`src/source/mult_pkg.sv`:
```
// shared definitions for the pipelined integer multiply unit
// widths, stage and step counts, opcodes and the stage bus layout

`default_nettype none

package mult_pkg;

    // operand and result width
    localparam int xlen = 32;

    // pipeline shape
    // stage count and step count together set the booth width
    localparam int num_stages = 8;
    localparam int steps_per_stage = 5;

    // extended operand width, one radix-2 step per bit
    localparam int booth_w = num_stages * steps_per_stage;

    // request tag width
    localparam int tag_w = 4;

    // booth width must hold an unsigned xlen operand plus a sign bit
    localparam bit booth_w_ok = (booth_w >= xlen + 1);

    // multiply opcodes
    // mul returns the low word, the rest return the high word
    typedef enum logic [1:0] {
        mul    = 2'b00,
        mulh   = 2'b01,
        mulhsu = 2'b10,
        mulhu  = 2'b11
    } mult_func_e;

    // data carried between booth stages
    typedef struct packed {
        // {AC, QR}, partial product over multiplier
        logic [2*booth_w-1:0] acc;
        // q-1 bit right of QR
        logic                 phantom;
        // extended multiplicand, BR
        logic [booth_w-1:0]   mcand;
    } booth_bus_t;

    // per-request sideband that rides beside the data
    typedef struct packed {
        mult_func_e       func;
        logic [tag_w-1:0] tag;
    } req_side_t;

endpackage

`default_nettype wire

```
`src/source/mult_operand_prep.sv`:
```
// operand preparation for the multiply pipeline
// extends both operands per opcode and registers the first stage bus

`timescale 1ns/1ps
`default_nettype none

module mult_operand_prep (
    input  wire logic                        clock,
    input  wire logic                        reset,
    input  wire logic                        load,
    input  wire logic [mult_pkg::xlen-1:0]   a,
    input  wire logic [mult_pkg::xlen-1:0]   b,
    input  wire mult_pkg::mult_func_e        func,
    output mult_pkg::booth_bus_t             stage_bus
);

    // signedness of each operand for this opcode
    logic a_signed;
    logic b_signed;

    // extended operands
    logic [mult_pkg::booth_w-1:0] a_ext;
    logic [mult_pkg::booth_w-1:0] b_ext;

    // multiplicand is unsigned only for mulhu
    // multiplier is signed only for mul and mulh
    always_comb begin
        a_signed = (func != mult_pkg::mulhu);
        b_signed = (func == mult_pkg::mul) || (func == mult_pkg::mulh);
    end

    // replicate the sign bit, or zeros, up to the booth width
    always_comb begin
        a_ext = {{(mult_pkg::booth_w - mult_pkg::xlen){a[mult_pkg::xlen-1] & a_signed}}, a};
        b_ext = {{(mult_pkg::booth_w - mult_pkg::xlen){b[mult_pkg::xlen-1] & b_signed}}, b};
    end

    // initial bus: AC cleared, multiplier in QR, q-1 cleared
    always_ff @(posedge clock or posedge reset) begin
        if (reset) begin
            stage_bus <= '0;
        end else if (load) begin
            stage_bus.acc     <= {{mult_pkg::booth_w{1'b0}}, b_ext};
            stage_bus.phantom <= 1'b0;
            stage_bus.mcand   <= a_ext;
        end
    end

endmodule

`default_nettype wire

```
`config.mk`:
```
export PLATFORM = sky130hd
export DESIGN_NAME = mult_operand_prep
export DESIGN_NICKNAME = d
export VERILOG_FILES = /design/src/source/mult_pkg.sv /design/src/source/mult_operand_prep.sv
export SDC_FILE = /design/constraint.sdc
export NUM_CORES = 1
export LEC_CHECK = 0
export ABC_AREA = 1
export ABC_CLOCK_PERIOD_IN_PS = 2400
export BUFFER_PORTS_ARGS = -buffer_cell sky130_fd_sc_hd__buf_2
export CAP_MARGIN = 20
export CORE_MARGIN = 4
export CORE_UTILIZATION = 42
export DETAILED_ROUTE_END_ITERATION = 8
export PLACE_DENSITY_LB_ADDON = 0.1
export SYNTH_ARGS = -nofsm -noshare
export SYNTH_HDL_FRONTEND = slang
export SYNTH_SLANG_ARGS = --single-unit
```
`constraint.sdc`:
```
create_clock -name clock -period 2.4 [get_ports clock]
set_input_delay 0.48 -clock clock [delete_from_list [all_inputs] [get_ports clock]]
set_output_delay 0.48 -clock clock [all_outputs]
set_load 0.05 [all_outputs]
```
==> qor.yml <==
status: "completed"
final_nets: 539
area_growth_pct: 22.5
synthDistinctLibCells: 9
via_count: 2294
cp_slowest_stage_delay_ns: 0.48
numClockSinks: 66
postCtsHoldBufs: 0
cp-end-kind: "output port"
antenna_left: 0
antenna_cells: 0
postCtsSetupBuffers: 0
coreArea_sq_um: 6830
post_cts_resized: 0
rows: 30
grt_overflow_total: 0
start_util_pct: 43.4
peakVddDrop_mv: 0.330
cp_max_fo: 9
cts_buffers: 9
path_delay_family: "flip-flops"
vias_per_cell: 4.02
rsz0062_at_grt: "no"
critPathBufInv: 1
relSlewSlack_pct: 58.0
htreeDepth: 3
grt_start_max_net_pins: 65
grt_util_all_layers_pct: 16.1
worstMarginPinSlew_ns: 0.629
place_ws_ns: 0.861
io_pins: 190
drv_cap: 0
hold_class: "in -> async"
tritoncts: "built"
crit_slowest_cell: "dfrtp_1"
drive_gt1_share_pct: 34.9
slew_violations: 0
setup_viol: 0
path_cells: "buf_2"
first_pass_iters: 4
reg_top3: "stage_bus x66"
drt_iter0_drc: 97
root_buffer: "clkbuf_8"
clk_pin_slew_ns: 0.07
die_width_microns: 92.0
synthesis.instances: 337
p_leak_nw: 2.25
critPathLaunchType: "flop"
arrival_ns: 1.12
path_class: "reg -> out"
finalCriticalPeriod_ns: 1.60
grt_pass1_vias: 2292
required_ns: 1.92
hold_violations: 0
timing.fmax_mhz: 624
routed_wire_length_per_instance_microns: 11.8
hold_ws_ns: 0.220
drcViolationCount: 0
fin_skew_ns: 0
gp_congestion: 0.706
yosys_warnings: 0
top_register: "stage_bus"
synth.ff_latch_count: 66
grt_first_pass_wirelength_microns: 10800
antenna_found_initial: 0
fin_ws_ns: 0.797
clkLatencyLatePin_ns: 0.32
p_per_area_nw_per_um2: 816
period_share_pct: 66.8
seq_area_frac_synth_pct: 55.7
cts_buffer_depth: 2
port_buffers: 148
setup_tns_ns: 0
nFillCells: 705
totalWireLength_microns: 6750
die_area_sq_um: 8470
largest_reg_flops: 66
syn_area_sq_um: 2970
die_h_microns: 92.0
syn_area_per_cell_sq_um: 8.80
dp_hpwl_microns: 4800
[per-layer routing]
| layer | global-route usage, % | up-vias | part of all wire, % | wire length (microns) |
|---|---|---|---|---|
| li1 | - | 1172 | - | - |
| met1 | 19.4 | 1017 | 42 | 2820 |
| met2 | 26.1 | 100 | 47 | 3170 |
| met3 | 5.99 | 5 | 11 | 713 |
| met4 | 6.31 | 0 | 0.78 | 53 |
| met5 | 0 | - | 0 | 0 |
[power breakdown]
part	switching [W]	internal (W)
Sequential	0.0000552	0.00121
Clock	0.000386	0.000399
Combinational	0.000743	0.000171
Total	0.00118	0.00178
[cells by family after synthesis]
family                 after synthesis  synth area share, %
other                                1                0.126
and+or+nand+nor                    197                 24.9
AOI/OAI and AO/OA                    1                0.169
buffers and inverters               72                 19.1
DFF                                 66                 55.7
[placed cells by master (no fill, tap or decap)]
cell type  Yosys  layout
conb_1         1      41
o21ai_0        1       1
clkinv_2       0       3
dfrtp_1       66      66
clkbuf_1       0       3
buf_4         56       1
nand2_1      197     197
buf_12         0       2
inv_1          2       1
buf_2          2     148
clkbuf_8       0      10
inv_2          1       2
[synthesized netlist by cell type]
cell | instances | area (sq um)
nand2_1 | 197 | 739
dfrtp_1 | 66 | 1650
buf_4 | 56 | 420
buf_6 | 11 | 124
buf_2 | 2 | 10.0
inv_1 | 2 | 7.51
conb_1 | 1 | 3.75
inv_2 | 1 | 3.75
o21ai_0 | 1 | 5.00
[worst paths after layout]
path	from	to	slack (ns)	cells after the start
max	stage_bus[32]	stage_bus[37]	0.80	1
min	reset	stage_bus[12]	0.22	2
max reg2reg	stage_bus[73]	stage_bus[73]	1.67	2
min reg2reg	stage_bus[0]	stage_bus[0]	0.47	2
max in group asynchronous	reset	stage_bus[23]	1.56	3
min in group clock	b[6]	stage_bus[47]	0.36	3
[cell type report]
type | count | area (sq um) | share of cell area, %
clock buffer | 13 | 149 | 4.10
clock inverter | 3 | 15.0 | 0.413
inverter | 3 | 11.3 | 0.310
multi-input combinational | 239 | 898 | 24.7
sequential | 66 | 1650 | 45.5
tap | 96 | 120 | 3.31
timing repair buffer | 151 | 788 | 21.7
[metrics by stage]
stage | total power (W) | instances | util (%) | cell area (sq um)
CTS | 0.00301 | 571 | 53.2 | 3630
detailed placement | 0.00221 | 555 | 50.8 | 3470
floorplan | 0.00208 | 377 | - | 3120
global placement | 0.00220 | 555 | 50.8 | 3470
finish | 0.00297 | 571 | 53.2 | 3630
global route | 0.00312 | 571 | 53.2 | 3630
Power figures use the tool's default switching activity.
