===== src/source/mult_pkg.sv =====
// shared definitions for the pipelined integer multiply unit
// widths, stage and step counts, opcodes and the stage bus layout

`default_nettype none

package mult_pkg;

    // operand and result width
    localparam int xlen = 32;

    // pipeline shape
    // stage count and step count together set the booth width
    localparam int num_stages = 8;
    localparam int steps_per_stage = 5;

    // extended operand width, one radix-2 step per bit
    localparam int booth_w = num_stages * steps_per_stage;

    // request tag width
    localparam int tag_w = 4;

    // booth width must hold an unsigned xlen operand plus a sign bit
    localparam bit booth_w_ok = (booth_w >= xlen + 1);

    // multiply opcodes
    // mul returns the low word, the rest return the high word
    typedef enum logic [1:0] {
        mul    = 2'b00,
        mulh   = 2'b01,
        mulhsu = 2'b10,
        mulhu  = 2'b11
    } mult_func_e;

    // data carried between booth stages
    typedef struct packed {
        // {AC, QR}, partial product over multiplier
        logic [2*booth_w-1:0] acc;
        // q-1 bit right of QR
        logic                 phantom;
        // extended multiplicand, BR
        logic [booth_w-1:0]   mcand;
    } booth_bus_t;

    // per-request sideband that rides beside the data
    typedef struct packed {
        mult_func_e       func;
        logic [tag_w-1:0] tag;
    } req_side_t;

endpackage

`default_nettype wire


===== src/source/mult_result_select.sv =====
// result stage of the multiply pipeline
// picks the low or high product word per opcode and registers it

`timescale 1ns/1ps
`default_nettype none

module mult_result_select (
    input  wire logic                            clock,
    input  wire logic                            reset,
    input  wire logic                            load,
    input  wire mult_pkg::mult_func_e            func,
    input  wire logic [2*mult_pkg::booth_w-1:0]  product,
    output logic [mult_pkg::xlen-1:0]            result
);

    // selected word before the output register
    logic [mult_pkg::xlen-1:0] word_sel;

    // mul wants the low word
    // mulh, mulhsu and mulhu want the high word
    // both are exact since the extended operands fit the booth width
    always_comb begin
        if (func == mult_pkg::mul) begin
            word_sel = product[mult_pkg::xlen-1:0];
        end else begin
            word_sel = product[2*mult_pkg::xlen-1:mult_pkg::xlen];
        end
    end

    always_ff @(posedge clock or posedge reset) begin
        if (reset) begin
            result <= '0;
        end else if (load) begin
            result <= word_sel;
        end
    end

endmodule

`default_nettype wire


===== config.mk =====
export PLATFORM = sky130hd
export DESIGN_NAME = mult_result_select
export DESIGN_NICKNAME = d
export VERILOG_FILES = /design/src/source/mult_pkg.sv /design/src/source/mult_result_select.sv
export SDC_FILE = /design/constraint.sdc
export NUM_CORES = 1
export LEC_CHECK = 0
export BUFFER_PORTS_ARGS = -buffer_cell sky130_fd_sc_hd__buf_2
export CORE_UTILIZATION = 25
export CTS_BUF_LIST = sky130_fd_sc_hd__clkbuf_8
export CTS_CLUSTER_DIAMETER = 120
export DETAILED_ROUTE_END_ITERATION = 6
export HOLD_SLACK_MARGIN = 0.05
export PLACE_DENSITY = 0.64
export SYNTH_ARGS = -nofsm -noshare
export SYNTH_HDL_FRONTEND = slang
export SYNTH_SLANG_ARGS = --single-unit

===== constraint.sdc =====
create_clock -name clock -period 2.6 [get_ports clock]
set_input_delay 0.52 -clock clock [delete_from_list [all_inputs] [get_ports clock]]
set_output_delay 0.52 -clock clock [all_outputs]
set_load 0.01 [all_outputs]

==> flow_summary.rst <==
.. list-table::
   :header-rows: 1

   * - Metric
     - Value
   * - CTS tree
     - built
   * - Switching Share
     - between 20% and 30%
   * - Master cell of the clock root buffer
     - clkbuf_8
   * - Die outline width
     - 84.44 um
   * - Top post-synthesis cells by count
     - a31oi_1, dfrtp_1, nor2_1, or3b_1, o21ai_1
   * - Drt via density
     - 4.709
   * - CP Class
     - in2reg
   * - Psw
     - about 0.35 mW
   * - PnR Total Power
     - 1.307 mW
   * - Number of routed nets with antenna violations
     - 0
   * - Fraction of the yosys area taken by sequential cells
     - a little under half
   * - Number of I/O port buffers
     - 100
   * - Run status
     - complete, but fails checks
   * - Leakage power
     - between 1 and 1.5 nW
   * - Wire length of the first global-routing pass
     - 7286 um
   * - Crit path max-delay cell type
     - or3b_1
   * - DR pass1 iterations
     - 6
   * - Most flop-heavy register
     - result
   * - Cell-internal power
     - between 0.9 and 1 mW
   * - Critical path arrival
     - around 1.6 ns
   * - Overall die area
     - just over 0.007 sq mm
   * - Setup Fix Bufs, Post-CTS
     - 0
   * - HPWL reported at the end of detailed placement
     - just under 3000 um
   * - Cells taking the most area after synthesis
     - dfrtp_1, or3b_1, a31oi_1, o21ai_1, nor2_1
   * - Combinational power share
     - roughly a fifth
   * - Fraction of layout cells with a size suffix above 1
     - 40.66%
   * - Die H
     - between 80 and 90 um
   * - Pin count of the biggest net entering global routing
     - 65
   * - Longest individual stage delay on the worst path
     - approximately 0.35 ns
   * - Initial standard-cell utilization of the core
     - 26.31%
   * - Share of the core filled with cells in the final layout
     - ~36%
   * - # rows
     - 29
   * - Mean cell area of the mapped netlist
     - about 9.3 sq um
   * - Max-cap check violation count
     - 0
   * - Total CTS buffers
     - 5
   * - Register share of total power
     - between 40 and 50%
   * - Aggregate routed wire length
     - roughly 4200 um
   * - Total number of vias
     - 1,648
   * - Peak fanout along the critical path
     - 35
   * - Final setup violating endpoints
     - 0
   * - VDD IR-drop max
     - about 0.23 mV
   * - Violations in the final reports
     - DRC
   * - Mapped Area
     - about 0.0017 sq mm
   * - Number of H-tree branching levels
     - 2
   * - Later-pin clock latency in the skew report
     - 0.27 ns
   * - I/O pins
     - 117
   * - Share of power burned in the clock network
     - about a third
   * - Yosys warning total
     - 0
   * - Count of pins over their slew limit
     - 0
   * - Timing-limited maximum frequency
     - 722.7 MHz
   * - Max-slew headroom
     - 64.57%
   * - Maximum number of buffers from clock root to sink
     - 2
   * - Antenna diode count
     - 0
   * - Cell-by-cell trace of the critical path
     - buf_2, buf_12, or3b_1, a31oi_1
   * - Worst-case register-to-register setup slack
     - roughly 1.9 ns
   * - Setup tns final
     - 0 ns
   * - Number of distinct library cell variants in the gate-level netlist after synthesis
     - 13
   * - Portion of synthesized cell area occupied by the leading cell type
     - a little under half
   * - Initial antenna violation count
     - 0
   * - Type of destination of the critical path
     - flip-flop
   * - Main synth FF type
     - dfrtp_1
   * - Final worst clock skew
     - 0 ns
   * - Regs by FF count
     - result x32
   * - Sinks on the clock net
     - 32
   * - Total power per unit cell area
     - roughly 560 mW/mm^2
   * - Total count of hold-check failures in the final report
     - 0
   * - Clock slew at reported path FFs
     - 0.07 ns
   * - Mapped Cells
     - approximately 180
   * - CP Launch Type
     - primary input
   * - Weighted congestion reported at the end of routability-driven placement
     - 0.6535
   * - Hold-fix buffer count after cts
     - 0
   * - Tcrit/Tclk final
     - 53.22%
   * - Synth Register Bits
     - 32
   * - Slew at the pin closest to its max-slew limit
     - between 0.5 and 0.6 ns
   * - Overflow left after global routing
     - 0
   * - Cell accounting for the most synthesized area
     - dfrtp_1
   * - Count of flip-flops with a built-in enable after synthesis
     - 0
   * - Unrepaired setup endpoints after global routing
     - no
   * - Vias in the first global route
     - roughly 1,600
   * - Asr flop ratio synth
     - 100.0%
   * - Routed wire length per instance
     - approximately 12 um
   * - Total Routing Usage GR
     - around 13%
   * - Endpoint required time on the critical path
     - roughly 2.8 ns
   * - Resized Gates After CTS
     - 0
   * - Area of the core region
     - between 0.006 and 0.007 sq mm
   * - Max FFs per register
     - 32
   * - Class of the tightest hold or removal check
     - in2async
   * - DRC violation count after routing
     - 14
   * - Number of filler cells placed in the layout
     - just under 700
   * - Area overhead of the layout relative to synthesis
     - 36.82%
   * - Iteration-0 DRC Markers
     - 75
   * - Clock period minus worst slack
     - 1.384 ns
   * - Number of nets in the finished design
     - about 360
   * - Syn nets
     - 267
[power by group through the flow]
stage	Clock, mW	Combinational, mW	Sequential, mW
after floorplan	0	0.128	0.614
after global placement	0	0.270	0.587
after detailed placement	0	0.276	0.588
after CTS	0.484	0.276	0.579
after global routing	0.505	0.306	0.586
final	0.458	0.270	0.579
[final cells by class]
type	instances	area, sq um	share of cell area [%]
Inverter	1	3.754	0.1615
Sequential cell	32	800.8	34.45
Clock inverter	3	38.79	1.668
Multi-Input combinational cell	128	760.7	32.72
Timing Repair Buffer	104	555.5	23.90
Clock buffer	5	68.82	2.960
Tap cell	77	96.34	4.144
[cell families after synthesis]
kind of cell	Yosys count	synth area share, %
DFF	32	47.13
AOI/OAI and AO/OA	64	21.21
and+or+nand+nor	64	23.56
buffers and inverters	22	8.099
[final timing paths]
kind	startpoint	endpoint	cells past startpoint
worst max-delay path	func[0]	result[16]	4
worst min-delay path	reset	result[21]	3
worst max register to register	result[5]	result[5]	2
worst min register to register	result[30]	result[30]	2
max in group asynchronous	reset	result[3]	3
min in group clock	product[32]	result[0]	3
[routing by layer]
layer | routed length (um) | track usage, % | vias up
li1 | - | - | 843
met1 | 1962 | 16.25 | 738
met2 | 1913 | 21.54 | 62
met3 | 259 | 3.343 | 5
met4 | 46 | 3.544 | 0
met5 | 0 | 0 | -
[through the flow]
step | hold slack (ns) | instances | setup slack (ns) | cell area, sq um
2_1_floorplan | 0.5651 | 182 | 1.261 | 1699
3_3_place_gp | 0.5205 | 342 | 0.9704 | 2217
3_5_place_dp | 0.5298 | 342 | 0.9158 | 2217
4_1_cts | 0.3374 | 350 | 1.212 | 2325
5_1_grt | 0.3700 | 350 | 1.136 | 2325
6_report | 0.3205 | 350 | 1.216 | 2325
[cell usage in the layout (no fill, tap or decap), drive strengths merged]
master | Yosys | final
buf | 11 | 104
or3b | 32 | 32
nor2 | 32 | 32
a31oi | 32 | 32
dfrtp | 32 | 32
o21ai | 32 | 32
clkbuf | 10 | 5
inv | 1 | 2
bufinv | 0 | 1
clkinv | 0 | 1
[worst max-delay path: cells and delay by family]
family | cells | cell delay, ns
buffers and inverters | 2 | 0.51
and+or+nand+nor | 1 | 0.35
AOI/OAI and AO/OA | 1 | 0.18
No activity file was read; power rests on OpenSTA's default activity.
