File: src/source/mult_pkg.sv
// shared definitions for the pipelined integer multiply unit
// widths, stage and step counts, opcodes and the stage bus layout

`default_nettype none

package mult_pkg;

    // operand and result width
    localparam int xlen = 32;

    // pipeline shape
    // stage count and step count together set the booth width
    localparam int num_stages = 8;
    localparam int steps_per_stage = 5;

    // extended operand width, one radix-2 step per bit
    localparam int booth_w = num_stages * steps_per_stage;

    // request tag width
    localparam int tag_w = 4;

    // booth width must hold an unsigned xlen operand plus a sign bit
    localparam bit booth_w_ok = (booth_w >= xlen + 1);

    // multiply opcodes
    // mul returns the low word, the rest return the high word
    typedef enum logic [1:0] {
        mul    = 2'b00,
        mulh   = 2'b01,
        mulhsu = 2'b10,
        mulhu  = 2'b11
    } mult_func_e;

    // data carried between booth stages
    typedef struct packed {
        // {AC, QR}, partial product over multiplier
        logic [2*booth_w-1:0] acc;
        // q-1 bit right of QR
        logic                 phantom;
        // extended multiplicand, BR
        logic [booth_w-1:0]   mcand;
    } booth_bus_t;

    // per-request sideband that rides beside the data
    typedef struct packed {
        mult_func_e       func;
        logic [tag_w-1:0] tag;
    } req_side_t;

endpackage

`default_nettype wire

File: src/source/booth_stage.sv
// one stage of the radix-2 booth multiply pipeline
// runs steps_per_stage add/subtract-and-shift steps on {AC, QR, q-1}
// and registers the updated accumulator when started

`timescale 1ns/1ps
`default_nettype none

module booth_stage (
    input  wire logic                 clock,
    input  wire logic                 reset,
    input  wire logic                 start,
    input  wire mult_pkg::booth_bus_t stage_in,
    output mult_pkg::booth_bus_t      stage_out
);

    // working word {AC, QR, q-1}, one bit wider than the accumulator
    // signed so the right shift keeps the AC sign
    logic signed [2*mult_pkg::booth_w:0] work;

    // upper half of the working word, the AC field
    logic [mult_pkg::booth_w-1:0] ac_cur;

    always_comb begin
        work = {stage_in.acc, stage_in.phantom};
        ac_cur = '0;

        for (int i = 0; i < mult_pkg::steps_per_stage; i++) begin
            ac_cur = work[2*mult_pkg::booth_w:mult_pkg::booth_w+1];

            // recode the lowest QR bit against q-1
            case (work[1:0])
                // start of a run of ones
                2'b10: begin
                    work[2*mult_pkg::booth_w:mult_pkg::booth_w+1] =
                        ac_cur - stage_in.mcand;
                end
                // end of a run of ones
                2'b01: begin
                    work[2*mult_pkg::booth_w:mult_pkg::booth_w+1] =
                        ac_cur + stage_in.mcand;
                end
                // 00 and 11 only shift
                default: begin
                end
            endcase

            // arithmetic shift of the whole word
            work = work >>> 1;
        end
    end

    // register the step result, multiplicand passes through unchanged
    always_ff @(posedge clock or posedge reset) begin
        if (reset) begin
            stage_out <= '0;
        end else if (start) begin
            stage_out.acc     <= work[2*mult_pkg::booth_w:1];
            stage_out.phantom <= work[0];
            stage_out.mcand   <= stage_in.mcand;
        end
    end

endmodule

`default_nettype wire

File: config.mk
export PLATFORM = sky130hd
export DESIGN_NAME = booth_stage
export DESIGN_NICKNAME = d
export VERILOG_FILES = /design/src/source/mult_pkg.sv /design/src/source/booth_stage.sv
export SDC_FILE = /design/constraint.sdc
export NUM_CORES = 1
export LEC_CHECK = 0
export ABC_AREA = 1
export CAP_MARGIN = 25
export CORE_MARGIN = 2
export CORE_UTILIZATION = 50
export DETAILED_ROUTE_END_ITERATION = 10
export DONT_BUFFER_PORTS = 1
export PLACE_DENSITY = 0.68
export REMOVE_ABC_BUFFERS = 1
export SETUP_SLACK_MARGIN = 0.1
export SLEW_MARGIN = 20
export SYNTH_ARGS = -nofsm -noshare
export SYNTH_HDL_FRONTEND = slang
export SYNTH_SLANG_ARGS = --single-unit
File: constraint.sdc
create_clock -name clock -period 3.5 [get_ports clock]
set_clock_uncertainty 0.1 [all_clocks]
set_input_delay 0 -clock clock [delete_from_list [all_inputs] [get_ports clock]]
set_output_delay 0 -clock clock [all_outputs]
set_load 0.01 [all_outputs]
==> results of run 1 <==
[per-layer routing]
layer  GRT overflow  GRT usage
met4            124      0.779
met2            216      0.958
met3             60      0.715
met5              8      0.568
met1             44      0.855
[cells by family after synthesis]
logic type	Yosys count
compound gates	875
xor+xnor	118
fa+ha+maj	209
buf+inv	691
flops	120
simple gates	2064
[repair_timing]
action	in CTS
pin swaps	133
setup endpoints to repair	41
hold buffers	157
gates resized for setup	769
hold endpoints to repair	210
buffers inserted	120
[synthesized netlist by cell type (all sizes together), types with 2 or more instances]
cell,count
buf,45
nand2,1312
xor2,87
fa,5
a31oi,37
a21boi,12
and3,6
o21a,17
a221oi,2
inv,550
clkinv,6
or2,45
o21bai,37
dfrtp,120
xnor2,31
o211ai,6
a21oi,267
nor2,357
o221ai,4
nand3b,7
a21o,17
nand3,230
and2,12
nand4,30
a311oi,2
nor4,23
nor3,42
ha,204
o21ai,463
clkbuf,90
a211oi,4
[stage by stage]
step	instance area [sq um]	utilization	setup WS, ps	hold slack (ps)
3_3_place_gp	31300	0.704	-8150	-23.2
4_1_cts	37500	0.845	-5700	-419
2_1_floorplan	22000	-	-5890	12.5
3_5_place_dp	31300	0.704	-7880	-11.5
==> key figures, run 1 <==
Logic synthesis
  – Synth Cell Area: 22600 sq um
  – Synthesized flop and latch total: 120
  – Main area contributors after synthesis: nand2_1, dfrtp_1, ha_1
  – Top cell type's share of synthesized area: 0.214
  – Simple-Gate Fraction of Synth Area: 0.378
  – Largest family of logic cells by synthesized area: simple AND/OR/NAND/NOR gates
  – Post-Synth XOR/XNOR Area: 0.0457
  – Avg Inst Size Synth: 5.55 sq um
  – Register area share after synthesis: 0.133
  – Mux cell area share after synthesis: 0
  – Async set-or-reset flop fraction in the synthesized netlist: 1.00
  – Synth Area in Compound Gates: 0.209
  – Synthesis Warnings: 0
  – Synth area leader: nand2_1
  – Synth cell types: 52
  – Ys flop type: dfrtp_1
  – Mapped Cells: 4077
  – Post-synth EDFFs: 0
  – Post-Synth Adder-Cell Area: 0.117

Outcome
  – Status: aborted with a tool error
  – Tool error: [ERROR GRT-0232] Routing congestion too high. Check the congestion heatmap in the GUI.
  – Failed at: 5_1_grt

Clocking
  – H-tree depth: 4
  – Max Buffers Root-to-Sink: 2
  – Sink Count: 120
  – Clock Tree Root: clkbuf_16
  – CTS buffer count: 17

Floorplanning
  – I/O pin cnt: 245
  – Die width: 217 um
  – FP Rows: 77
  – Initial Util: 0.509
  – Die Ht: 217 um

Global route
  – Largest net degree at the start of global routing: 96
  – GRT Util Overall: 0.836
  – GR Overflow Total: 452

Place
  – Port buffer count: 0
  – Dpl cells: 5644
  – Final GP Congestion: 1.04
  – Hpwl dp: 84500 um
==> run 2, diff against run 1 <==
--- a/config.mk
+++ b/config.mk
@@ -8,12 +8,11 @@
 export ABC_AREA = 1
 export CAP_MARGIN = 25
 export CORE_MARGIN = 2
-export CORE_UTILIZATION = 50
+export CORE_UTILIZATION = 35
 export DETAILED_ROUTE_END_ITERATION = 10
 export DONT_BUFFER_PORTS = 1
-export PLACE_DENSITY = 0.68
+export PLACE_DENSITY_LB_ADDON = 0.15
 export REMOVE_ABC_BUFFERS = 1
-export SETUP_SLACK_MARGIN = 0.1
 export SLEW_MARGIN = 20
 export SYNTH_ARGS = -nofsm -noshare
 export SYNTH_HDL_FRONTEND = slang
==> constraint.sdc (replaced) <==
create_clock -name clock -period 4.5 [get_ports clock]
set_clock_uncertainty 0.1 [all_clocks]
set_input_delay 0 -clock clock [delete_from_list [all_inputs] [get_ports clock]]
set_output_delay 0 -clock clock [all_outputs]
set_load 0.01 [all_outputs]
==> run 2 against run 1 <==
  * The flow now finishes, with violations (setup timing)
  * Synthesized cell count unchanged
  * Synthesized area unchanged
==> key figures, run 2 <==
Outcome
  – Status: complete, but fails checks (was aborted with a tool error)
  – Failing checks: setup timing

Place
  – Port buffer count: 0 (unchanged)
  – Hpwl dp: 88800 um (was 84500 um)
  – Pre-CTS setup slack: -7120 ps (was -7880 ps)
  – Final GP Congestion: 1.01 (was 1.04)

Power and ir drop
  – Sequential share of power: 0.067
  – P_leak: 20.9 nW
  – Maximum vdd drop: 326 uV
  – Sw frac: 0.474
  – Combinational power share: 0.874
  – Internal power: 13.0 mW
  – Net Switching: 11.7 mW
  – PwrDens: 567 nW/um^2
  – Clk pwr share: 0.059

Detailed routing
  – DR iter-0 viols: 2731
  – ANT nets after route: 0
  – Number of vias per cell: 5.14
  – Met3 routed WL: 9380 um
  – Via count: 33148
  – Final WL: 121000 um
  – Top Layer Used: met5
  – DR pass1 iterations: 6
  – DR DRC count: 0
  – Metal-1 WL: 50400 um
  – Metal2 WL: 55800 um
  – Wire per inst: 18.7 um

Finish
  – Biggest regs: stage_out x120
  – Final Net Count: 5907
  – Share of layout cells above drive strength 1: 0.484
  – Most common cell after layout, fill and taps aside: buf_4
  – Commonest non-fill, non-tap cells in the layout: buf_4, nand2_1, inv_1
  – Max FFs per register: 120
  – Top reg by flops: stage_out
  – Area grow syn2layout: 92.4%

Logic synthesis
  – Synthesis Warnings: 0 (unchanged)
  – Synth area leader: nand2_1 (unchanged)
  – Top cell type's share of synthesized area: 0.214 (unchanged)
  – Post-synth EDFFs: 0 (unchanged)
  – Register area share after synthesis: 0.133 (unchanged)
  – Synth cell types: 52 (unchanged)
  – Most frequent cell after synthesis: nand2_1 (unchanged)
  – Ys flop type: dfrtp_1 (unchanged)
  – Synth Cell Area: 22600 sq um (unchanged)
  – Mapped Cells: 4077 (unchanged)
  – Synth cell count leaders: nand2_1, inv_1, o21ai_0 (unchanged)
  – Main area contributors after synthesis: nand2_1, dfrtp_1, ha_1 (unchanged)
  – Async set-or-reset flop fraction in the synthesized netlist: 1.00 (unchanged)
  – Avg Inst Size Synth: 5.55 sq um (unchanged)
  – Synthesized flop and latch total: 120 (unchanged)

Clocking
  – Skew-Pair Late Insertion Delay: 470 ps
  – Max Buffers Root-to-Sink: 2 (unchanged)
  – Clock Tree Root: clkbuf_16 (unchanged)
  – H-tree depth: 4 (unchanged)
  – CTS buffer count: 17 (unchanged)
  – Sink Count: 120 (unchanged)
  – TritonCTS clock tree: yes
  – Worst-path clk slew: 70 ps

STA
  – # setup viols final: 40
  – Max-slew violations: 0
  – Slew @ Worst Pin: 915 ps
  – Worst Setup Slack, final: -4430 ps
  – Setup TNS: -135420 ps
  – Max frequency: 0.112 GHz
  – Min cycle time layout: 8930 ps
  – Hold Violations, Final: 0
  – RSZ-0062 raised after global routing: true
  – Slew headroom: 0.384
  – Fin crit share: 1.98

Worst setup path
  – Crit-path slowest cell: ha_4
  – Crit Path Category: input port to register
  – Critical Path RT: 4760 ps
  – Reg2reg setup slack: 2600 ps
  – Critical Path Sink Type: register
  – Worst EP arrival: 9190 ps
  – Crit path max fanout: 8
  – CP peak stage delay: 280 ps
  – Kind of start point of the critical path: input port

Global route
  – GR Overflow Total: 0
  – GRT Util Overall: 0.344
  – Largest net degree at the start of global routing: 87
  – Vias in the first global route: 32285
  – First-pass GRT wire length: 179000 um
  – Initial antenna violation count: 1

Worst hold path
  – Worst min-delay path class: input port to async pin

Floorplanning
  – Die Ht: 258 um (was 217 um)
  – FP Rows: 93 (was 77)
  – I/O pin cnt: 245 (unchanged)
  – Initial Util: 0.352 (was 0.509)
  – Die width: 258 um (was 217 um)
  – Die footprint: 66700 sq um
  – Placeable Area: 64200 sq um

Job
  – Max_cap viols: 0
## run 2: cell counts after synthesis
Identical to the previous run, type by type.
## run 2: cell families (layout without fill, tap and decap cells)
logic type | after synthesis | after routing | synth area share
buf+inv | 691 | 2201 | 0.118
other cells | 0 | 2 | 0
compound gates | 875 | 875 | 0.209
flops | 120 | 120 | 0.133
simple gates | 2064 | 2064 | 0.378
fa+ha+maj | 209 | 209 | 0.117
xor+xnor | 118 | 118 | 0.0457
## run 2: power groups by stage
| stage | clock (mW) | combinational [mW] | sequential [mW] |
|---|---|---|---|
| after floorplan | 0 | 7.32 | 1.60 |
| after global placement | 0 | 14.7 | 1.66 |
| after detailed placement | 0 | 14.7 | 1.66 |
| after CTS | 1.49 | 19.1 | 1.65 |
| after global routing | 1.52 | 23.2 | 1.67 |
| final | 1.46 | 21.6 | 1.65 |
## run 2: critical path: cells and delay by family
family / cells / cell delay (ps)
xor+xnor: 2 / 330
buf+inv: 17 / 1740
fa+ha+maj: 5 / 1310
simple gates: 42 / 4660
compound gates: 8 / 1110
## run 2: final timing paths
kind / cells after the start / startpoint / endpoint
worst max register to register: 4 / stage_out[78]$_DFFE_PP0P_ / stage_out[78]$_DFFE_PP0P_
worst min register to register: 2 / stage_out[63]$_DFFE_PP0P_ / stage_out[63]$_DFFE_PP0P_
max in group asynchronous: 3 / reset / stage_out[13]$_DFFE_PP0P_
worst min-delay path: 2 / reset / stage_out[51]$_DFFE_PP0P_
min in group clock: 3 / start / stage_out[6]$_DFFE_PP0P_
worst max-delay path: 74 / stage_in[5] / stage_out[119]$_DFFE_PP0P_
## run 2: metrics by stage
step / instances / area, sq um / hold slack [ps] / util / power, mW
2_1_floorplan: 3942 / 22000 / 12.5 / - / 8.92
3_3_place_gp: 5942 / 31800 / -72.5 / 0.496 / 16.4
3_5_place_dp: 5942 / 31800 / -76.8 / 0.496 / 16.4
4_1_cts: 6376 / 40800 / 52.8 / 0.636 / 22.2
5_1_grt: 6442 / 43500 / 101 / 0.678 / 26.4
6_report: 6444 / 43500 / 35.7 / 0.678 / 24.7
## run 2: metal layers
layer | track usage | vias to the layer above
li1 | - | 16228
met3 | 0.0697 | 254
met5 | 0 | -
met4 | 0.128 | 2
met2 | 0.574 | 1186
met1 | 0.437 | 15478
## run 2: cell type report
cell class | count | area, sq um
multi-input combinational | 3266 | 23700
antenna | 2 | 5.00
tap | 855 | 1070
clock buffer | 18 | 439
sequential | 120 | 3000
fill | 5536 | 20700
timing repair buffer | 1613 | 13000
clock inverter | 14 | 163
inverter | 556 | 2140
## run 2: timing repair
action	in CTS	in global routing
resized for setup	1159	528
hold buffers	181	0
setup buffers	224	72
setup endpoints to repair	40	41
endpoints found under the hold margin	198	0
gates cloned	1	0
pin swaps	315	367
Note: power is estimated with default switching activity, not from simulation.
