<file path="config.mk">
export PLATFORM = sky130hd
export DESIGN_NAME = mult_control
export DESIGN_NICKNAME = d
export VERILOG_FILES = /design/src/source/mult_pkg.sv /design/src/source/mult_control.sv
export SDC_FILE = /design/constraint.sdc
export NUM_CORES = 1
export LEC_CHECK = 0
export ABC_AREA = 1
export BUFFER_PORTS_ARGS = -buffer_cell sky130_fd_sc_hd__buf_2
export CAP_MARGIN = 20
export CORE_ASPECT_RATIO = 1.4
export CORE_MARGIN = 4
export CORE_UTILIZATION = 25
export CTS_BUF_LIST = sky130_fd_sc_hd__clkbuf_8
export DETAILED_ROUTE_END_ITERATION = 8
export PLACE_DENSITY_LB_ADDON = 0.08
export SETUP_SLACK_MARGIN = 0.3
export SYNTH_ARGS = -nofsm -noshare
export SYNTH_HDL_FRONTEND = slang
export SYNTH_SLANG_ARGS = --single-unit
</file>
<file path="constraint.sdc">
create_clock -name clock -period 0.86 [get_ports clock]
set_clock_uncertainty 0.1 [all_clocks]
set_input_delay 0.172 -clock clock [delete_from_list [all_inputs] [get_ports clock]]
set_output_delay 0.172 -clock clock [all_outputs]
set_load 0.02 [all_outputs]
</file>
<file path="src/source/mult_pkg.sv">
// shared definitions for the pipelined integer multiply unit
// widths, stage and step counts, opcodes and the stage bus layout

`default_nettype none

package mult_pkg;

    // operand and result width
    localparam int xlen = 32;

    // pipeline shape
    // stage count and step count together set the booth width
    localparam int num_stages = 8;
    localparam int steps_per_stage = 5;

    // extended operand width, one radix-2 step per bit
    localparam int booth_w = num_stages * steps_per_stage;

    // request tag width
    localparam int tag_w = 4;

    // booth width must hold an unsigned xlen operand plus a sign bit
    localparam bit booth_w_ok = (booth_w >= xlen + 1);

    // multiply opcodes
    // mul returns the low word, the rest return the high word
    typedef enum logic [1:0] {
        mul    = 2'b00,
        mulh   = 2'b01,
        mulhsu = 2'b10,
        mulhu  = 2'b11
    } mult_func_e;

    // data carried between booth stages
    typedef struct packed {
        // {AC, QR}, partial product over multiplier
        logic [2*booth_w-1:0] acc;
        // q-1 bit right of QR
        logic                 phantom;
        // extended multiplicand, BR
        logic [booth_w-1:0]   mcand;
    } booth_bus_t;

    // per-request sideband that rides beside the data
    typedef struct packed {
        mult_func_e       func;
        logic [tag_w-1:0] tag;
    } req_side_t;

endpackage

`default_nettype wire

</file>
<file path="src/source/mult_control.sv">
// control for the multiply pipeline
// tracks a valid bit and the func/tag sideband for every stage register,
// starts each booth stage only when it holds a live request, and flushes

`timescale 1ns/1ps
`default_nettype none

module mult_control (
    input  wire logic                         clock,
    input  wire logic                         reset,
    input  wire logic                         req,
    input  wire logic                         flush,
    input  wire mult_pkg::mult_func_e         func,
    input  wire logic [mult_pkg::tag_w-1:0]   tag,
    output logic                              prep_load,
    output logic [mult_pkg::num_stages-1:0]   stage_start,
    output logic                              finish_load,
    output mult_pkg::mult_func_e              finish_func,
    output logic                              result_valid,
    output logic [mult_pkg::tag_w-1:0]        result_tag
);

    // valid[0] covers the operand register, valid[k] covers booth stage k
    logic [mult_pkg::num_stages:0] valid;

    // sideband for each stage register, same indexing as valid
    mult_pkg::req_side_t side_q [0:mult_pkg::num_stages];

    // a request in the same cycle as a flush is dropped
    assign prep_load = req & ~flush;

    // stage k loads from register k-1 when that register is live
    assign stage_start = valid[mult_pkg::num_stages-1:0];

    // last booth stage holds a finished product
    assign finish_load = valid[mult_pkg::num_stages];
    assign finish_func = side_q[mult_pkg::num_stages].func;

    // valid shift and result strobe
    always_ff @(posedge clock or posedge reset) begin
        if (reset) begin
            valid        <= '0;
            result_valid <= 1'b0;
        end else if (flush) begin
            // everything in flight is cancelled, the last stage too
            valid        <= '0;
            result_valid <= 1'b0;
        end else begin
            valid        <= {valid[mult_pkg::num_stages-1:0], prep_load};
            result_valid <= finish_load;
        end
    end

    // sideband follows the data, one step per live stage
    always_ff @(posedge clock) begin
        if (prep_load) begin
            side_q[0].func <= func;
            side_q[0].tag  <= tag;
        end
        for (int k = 1; k <= mult_pkg::num_stages; k++) begin
            if (valid[k-1]) begin
                side_q[k] <= side_q[k-1];
            end
        end
    end

    // tag of the finished request, taken with the result word
    always_ff @(posedge clock) begin
        if (finish_load) begin
            result_tag <= side_q[mult_pkg::num_stages].tag;
        end
    end

endmodule

`default_nettype wire

</file>
==> flow_summary_export.csv, run 1 <==
group,metric,value,unit
floorplanning,die-area,9940,sq um
layout,area_delta_synth_final,32.6,%
setup_path,path_class,"reg2out",
pwr,power.density,2120,nW/um^2
floorplanning,initial_core_util,0.257,
pwr,swShare,0.203,
setup_path,reg2reg_depth,2,
synthesis,ys_ff_latch,68,
sta,tightest_slew,421,ps
sta,fmax,854,MHz
setup_path,required,590,ps
setup_path,end_kind,"output pin",
global_route,antenna_found_initial,0,
placed_design,placed_cell_area,2350,sq um
pwr,power_switching,1200,uW
sta,rsz0062_at_grt,"true",
global_route,grt.total_usage,0.0698,
pwr,p_leak,0.00101,uW
layout,drive_above_1_share,0.524,
setup_path,worstPathCellList,"buf_6",
drt,dr.pass1.iters,4,
clocking,cts-buffers-inserted,9,
pwr,seqPwrFrac,0.618,
synthesis,yosys_warnings,0,
placed_design,port_buffers,26,
sta,drv_slew,0,
pwr,p_int,4710,uW
placed_design,gp_congestion,0.588,
layout,final_area,2780,sq um
floorplanning,core-area,8150,sq um
drt,detail_route.vias_per_cell,3.69,
pwr,p_comb_frac,0.026,
synthesis,synth-seq-area-share,0.950,
sta,setup_viol,74,
sta,period_share,1.36,
status,violations,"hold timing, setup timing",
setup_path,cp.buffers_inverters,1,
global_route,grt_pass1_vias,963,
setup_path,crit_cells,1,
drt,routed_wl,3130,um
clocking,root_buffer,"clkbuf_8",
sta,slew_headroom,0.719,
layout,final_net_count,152,
floorplanning,io_pins,27,
setup_path,critical_path.max_stage_delay,430,ps
global_route,grt_overflow,0,
drt,wl_per_cell,12.6,um
setup_path,critical-path-top-delay-family,"flip-flops",
pwr,total_power,5910,uW
sta,worst_slack,-311,ps
sta,fin_hold_ws,-279,ps
pwr,worst_ir_drop_vdd,0.933,mV
synthesis,avgSynthCellArea,22.8,sq um
drt,via_count,920,
global_route,grt_max_degree,12,
synthesis,syn-cell-area,2100,sq um
global_route,grt_pass1_wl,4820,um
clocking,clockBufferDepth,2,
clocking,worstSkewPairLatency,330,ps
synthesis,yosysUniqueCellTypes,6,
floorplanning,rows,39,
drt,ant_nets,0,
sta,fin_tns_setup,-9850,ps
min_path,min_path_type,"in2async",
placed_design,place_inst,218,
pwr,clock_power_share,0.356,
drt,drt_iter0_drc,53,
floorplanning,die_w,85.4,um
drt,drc,0,
setup_path,critPathMaxFanout,2,
clocking,cts.sinks,68,
sta,fin_crit,1170,ps
synthesis,syn_nets,102,
clocking,clkTransAtPathRegs,70,ps
status,status,"complete, but fails checks",
clocking,cts_tree,"yes",
layout,finalNonFillerCells,249,
setup_path,start_kind,"flop",
setup_path,cp.arrival,900,ps
setup_path,slowest_stage,"dfrtp_2",
floorplanning,die_y,116,um
clocking,htree_levels,3,
job,drv_cap,0,
layout,num_antenna_cells,0,
sta,hold_violations,16,
layout,nFillCells,781,
synthesis,syn_inst,92,
-- state kept, by name (all words and copies together), names as in the netlist --
register and flops:
result_valid 1, side_q 54, result_tag 4, valid 9
-- routing by layer --
| layer | wire length, um | track usage | vias to the layer above |
|---|---|---|---|
| li1 | - | - | 427 |
| met1 | 884 | 0.0510 | 449 |
| met2 | 1890 | 0.134 | 33 |
| met3 | 252 | 0.0296 | 11 |
| met4 | 106 | 0.0570 | 0 |
| met5 | 0 | 0 | - |
-- cell usage after synthesis --
cell	number	area [sq um]
inv_1	11	41.3
buf_6	1	11.3
edfxtp_1	58	1740
nor2_1	10	37.5
buf_4	2	15.0
dfrtp_1	10	250
-- final timing paths --
| path | slack [ps] | start | to |
|---|---|---|---|
| max in group asynchronous | 620 | reset | valid[7]$_DFF_PP0_ |
| worst min register to register | 320 | side_q[0][36]$_DFFE_PP_ | side_q[0][42]$_DFFE_PP_ |
| worst max register to register | -180 | valid[1]$_DFF_PP0_ | side_q[0][15]$_DFFE_PP_ |
| worst max-delay path | -310 | valid[1]$_DFF_PP0_ | stage_start[1] |
| min in group clock | -90 | tag[0] | side_q[0][0]$_DFFE_PP_ |
| worst min-delay path | -280 | reset | valid[1]$_DFF_PP0_ |
-- power by group through the flow --
stage	combinational, uW	clock, uW	sequential (uW)
finish	154	2100	3650
global route	170	2400	3650
CTS	136	2230	3650
detailed placement	79.4	0	3740
global placement	78.9	0	3730
floorplan	39.3	0	3730
-- timing repair --
item,in CTS,in global routing
hold endpoints to repair,16,16
endpoints found under the setup margin,136,136
gates resized for setup,34,19
buffers inserted,10,5
pin swaps,3,4
cloned,0,0
-- cell families (layout without fill, tap and decap cells) --
logic type | after synthesis | in the layout | synth area share
buffers and inverters | 14 | 69 | 0.0322
AND/OR/NAND/NOR | 10 | 10 | 0.0179
flip-flops | 68 | 68 | 0.950
-- metrics by stage --
step | hold slack, ps | setup WS, ps | utilization
after floorplan | -88.4 | -85.8 | -
final | -279 | -311 | 0.341
after global placement | 75.1 | -136 | 0.289
after CTS | -286 | -345 | 0.330
after detailed placement | 83.0 | -137 | 0.289
after global routing | -248 | -362 | 0.341
-- layout by cell type, fill, tap and decap left out --
cell,netlist,routed
edfxtp_1,58,58
buf_6,1,25
buf_2,0,11
clkbuf_8,0,9
dfrtp_2,0,9
inv_2,0,6
nor2_1,10,6
clkinv_2,0,6
inv_1,11,4
buf_4,2,4
nor2_2,0,3
buf_8,0,2
inv_4,0,1
nor2_4,0,1
clkinv_1,0,1
dfrtp_1,10,1
-- area by class of cell --
type	instances	area, sq um	area share
clock buffers	9	124	0.0445
flip-flops and latches	68	2000	0.720
multi-input cells	10	52.6	0.0189
inverters	11	43.8	0.0157
clock inverters	7	33.8	0.0121
well taps	102	128	0.0459
repair buffers	42	397	0.143
No activity file was read; power rests on OpenSTA's default activity.
==> run 2: changes to the inputs <==
--- a/config.mk
+++ b/config.mk
@@ -8,7 +8,6 @@
 export ABC_AREA = 1
 export BUFFER_PORTS_ARGS = -buffer_cell sky130_fd_sc_hd__buf_2
 export CAP_MARGIN = 20
-export CORE_ASPECT_RATIO = 1.4
 export CORE_MARGIN = 4
 export CORE_UTILIZATION = 25
 export CTS_BUF_LIST = sky130_fd_sc_hd__clkbuf_8
==> run 2 against run 1 <==
The flow still finishes with violations (hold timing, setup timing). Non-clock buffer count up 2. Via count fell by 3.0%. Hold slack got worse by 12 ps. Wire length shrank 7.5%. Sequential share of layout area shrank 2.1 points. Clock power up 41%. Critical path depth stayed put. Core utilization is 0.92 points higher. First-iteration DRC count shrank 36%. Cell count increased by 2.0%. Design area rose by 3.0%. Sequential cell count did not move. Critical path type unchanged. Largest power group unchanged.
==> flow_summary_export.csv, run 2 (synthesized netlist as in run 1, its figures left out) <==
group,metric,value,unit
sta,setup_viol,75,
layout,regMostFlops,"side_q",
layout,drive_above_1_share,0.503,
layout,nFillCells,790,
clocking,clockBufferDepth,2,
floorplanning,initial_core_util,0.257,
layout,layout_common_cells,"edfxtp_1 (58), buf_6 (24), buf_2 (11), clkbuf_8 (9), dfrtp_2 (9)",
drt,via_count,892,
clocking,cts.sinks,68,
drt,dr.pass1.iters,4,
global_route,antenna_found_initial,0,
pwr,total_power,6780,uW
global_route,met3_usage,0.0477,
sta,period_share,1.35,
layout,area_delta_synth_final,36.6,%
floorplanning,die_y,99.6,um
placed_design,port_buffers,26,
layout,final_common_cell,"edfxtp_1",
floorplanning,die-area,9920,sq um
pwr,worst_ir_drop_vdd,1.17,mV
sta,fin_hold_ws,-290,ps
setup_path,critical-path-top-delay-family,"flip-flops",
drt,routed_wl,2900,um
global_route,grtUsageMet1,0.0473,
global_route,grt_pass1_vias,982,
global_route,grt_pass1_wl,4520,um
layout,largest_reg_flops,54,
sta,hold_violations,16,
sta,tightest_slew,140,ps
clocking,root_buffer,"clkbuf_8",
sta,fin_crit,1160,ps
sta,fmax,860,MHz
drt,ant_nets,0,
layout,num_antenna_cells,0,
sta,drv_slew,0,
clocking,worstSkewPairLatency,320,ps
sta,worst_slack,-303,ps
setup_path,critical_path.max_stage_delay,430,ps
layout,multi_input_area,47.5,sq um
floorplanning,core-area,8180,sq um
clocking,cts_tree,"yes",
setup_path,slowest_stage,"dfrtp_2",
status,status,"complete, but fails checks",
global_route,use_met2,0.124,
floorplanning,io_pins,27,
drt,drc,0,
clocking,cts-buffers-inserted,9,
placed_design,dp_hpwl,1720,um
global_route,grt_overflow,0,
drt,detail_route.vias_per_cell,3.51,
setup_path,start_kind,"flop",
pwr,power.density,2370,nW/um^2
drt,drt_iter0_drc,34,
floorplanning,rows,33,
clocking,htree_levels,3,
job,drv_cap,0,
placed_design,gp_congestion,0.593,
min_path,min_path_type,"in2async",
global_route,busiest_layer,"met2",
setup_path,required,590,ps
sta,rsz0062_at_grt,"true",
layout,ff_latch_area,2000,sq um
pwr,p_leak,0.00106,uW
clocking,clkTransAtPathRegs,70,ps
placed_design,dp_slack,-142,ps
setup_path,cp.buffers_inverters,1,
setup_path,cp.arrival,890,ps
layout,largest_registers,"side_q: 54 flops, valid: 9 flops, result_tag: 4 flops",
setup_path,worstPathCellList,"buf_6",
setup_path,path_class,"reg2out",
setup_path,end_kind,"output pin",
floorplanning,die_w,99.6,um
sta,slew_headroom,0.906,
global_route,grt.total_usage,0.0642,
drt,wl_per_cell,11.4,um
global_route,grt_max_degree,12,
layout,final_net_count,154,
setup_path,critPathMaxFanout,2,
status,violations,"hold timing, setup timing",
==> run 2: cell count changes in the layout (fill, tap and decap cells not counted), moves of 2 or more <==
cell       change
inv_1          +3
nor2_1         +2
bufinv_16      +3
nor2_2         -2
buf_4          +3
clkinv_2       -4
==> run 2: worst paths after layout <==
kind	endpoint	cells after the start	slack, ps	start
worst max register to register	side_q[0][17]$_DFFE_PP_	2	-170	valid[1]$_DFF_PP0_
worst max-delay path	stage_start[1]	1	-300	valid[1]$_DFF_PP0_
min in group clock	side_q[0][3]$_DFFE_PP_	1	-80	tag[3]
worst min-delay path	valid[1]$_DFF_PP0_	3	-290	reset
worst min register to register	side_q[0][31]$_DFFE_PP_	0	320	side_q[0][25]$_DFFE_PP_
max in group asynchronous	valid[4]$_DFF_PP0_	3	790	reset
==> run 2: through the flow <==
step / instance area [sq um] / hold slack [ps] / TNS [ps] / cells / util
after floorplan: 2120 / -88.4 / -1600 / 92 / -
after global placement: 2370 / 58.1 / -968 / 222 / 0.289
after detailed placement: 2370 / 61.8 / -1190 / 222 / 0.289
after CTS: 2780 / -306 / -8730 / 248 / 0.340
after global routing: 2870 / -301 / -13370 / 254 / 0.350
final: 2870 / -290 / -11390 / 254 / 0.350
==> run 2: area by class of cell <==
type | instances | area share
Clock buffer | 9 | 0.0432
Sequential cell | 68 | 0.699
Inverter | 11 | 0.0153
Tap cell | 105 | 0.0459
Multi-Input combinational cell | 10 | 0.0166
Clock inverter | 7 | 0.0376
Timing Repair Buffer | 44 | 0.142
==> run 2: metal layers <==
| layer | share of wire | up-vias |
|---|---|---|
| li1 | - | 429 |
| met1 | 0.32 | 429 |
| met2 | 0.60 | 32 |
| met3 | 0.078 | 2 |
| met4 | 0.0031 | 0 |
| met5 | 0 | - |
==> run 2: repair_timing <==
action,CTS,global route
endpoints found under the setup margin,136,136
resized for setup,36,13
pin swaps,5,2
buffers inserted,10,6
hold endpoints to repair,16,17
==> run 2: report_power, final <==
group          switching, uW  internal (uW)
clock                   1080           1890
sequential              20.9           3630
combinational           74.3           76.7
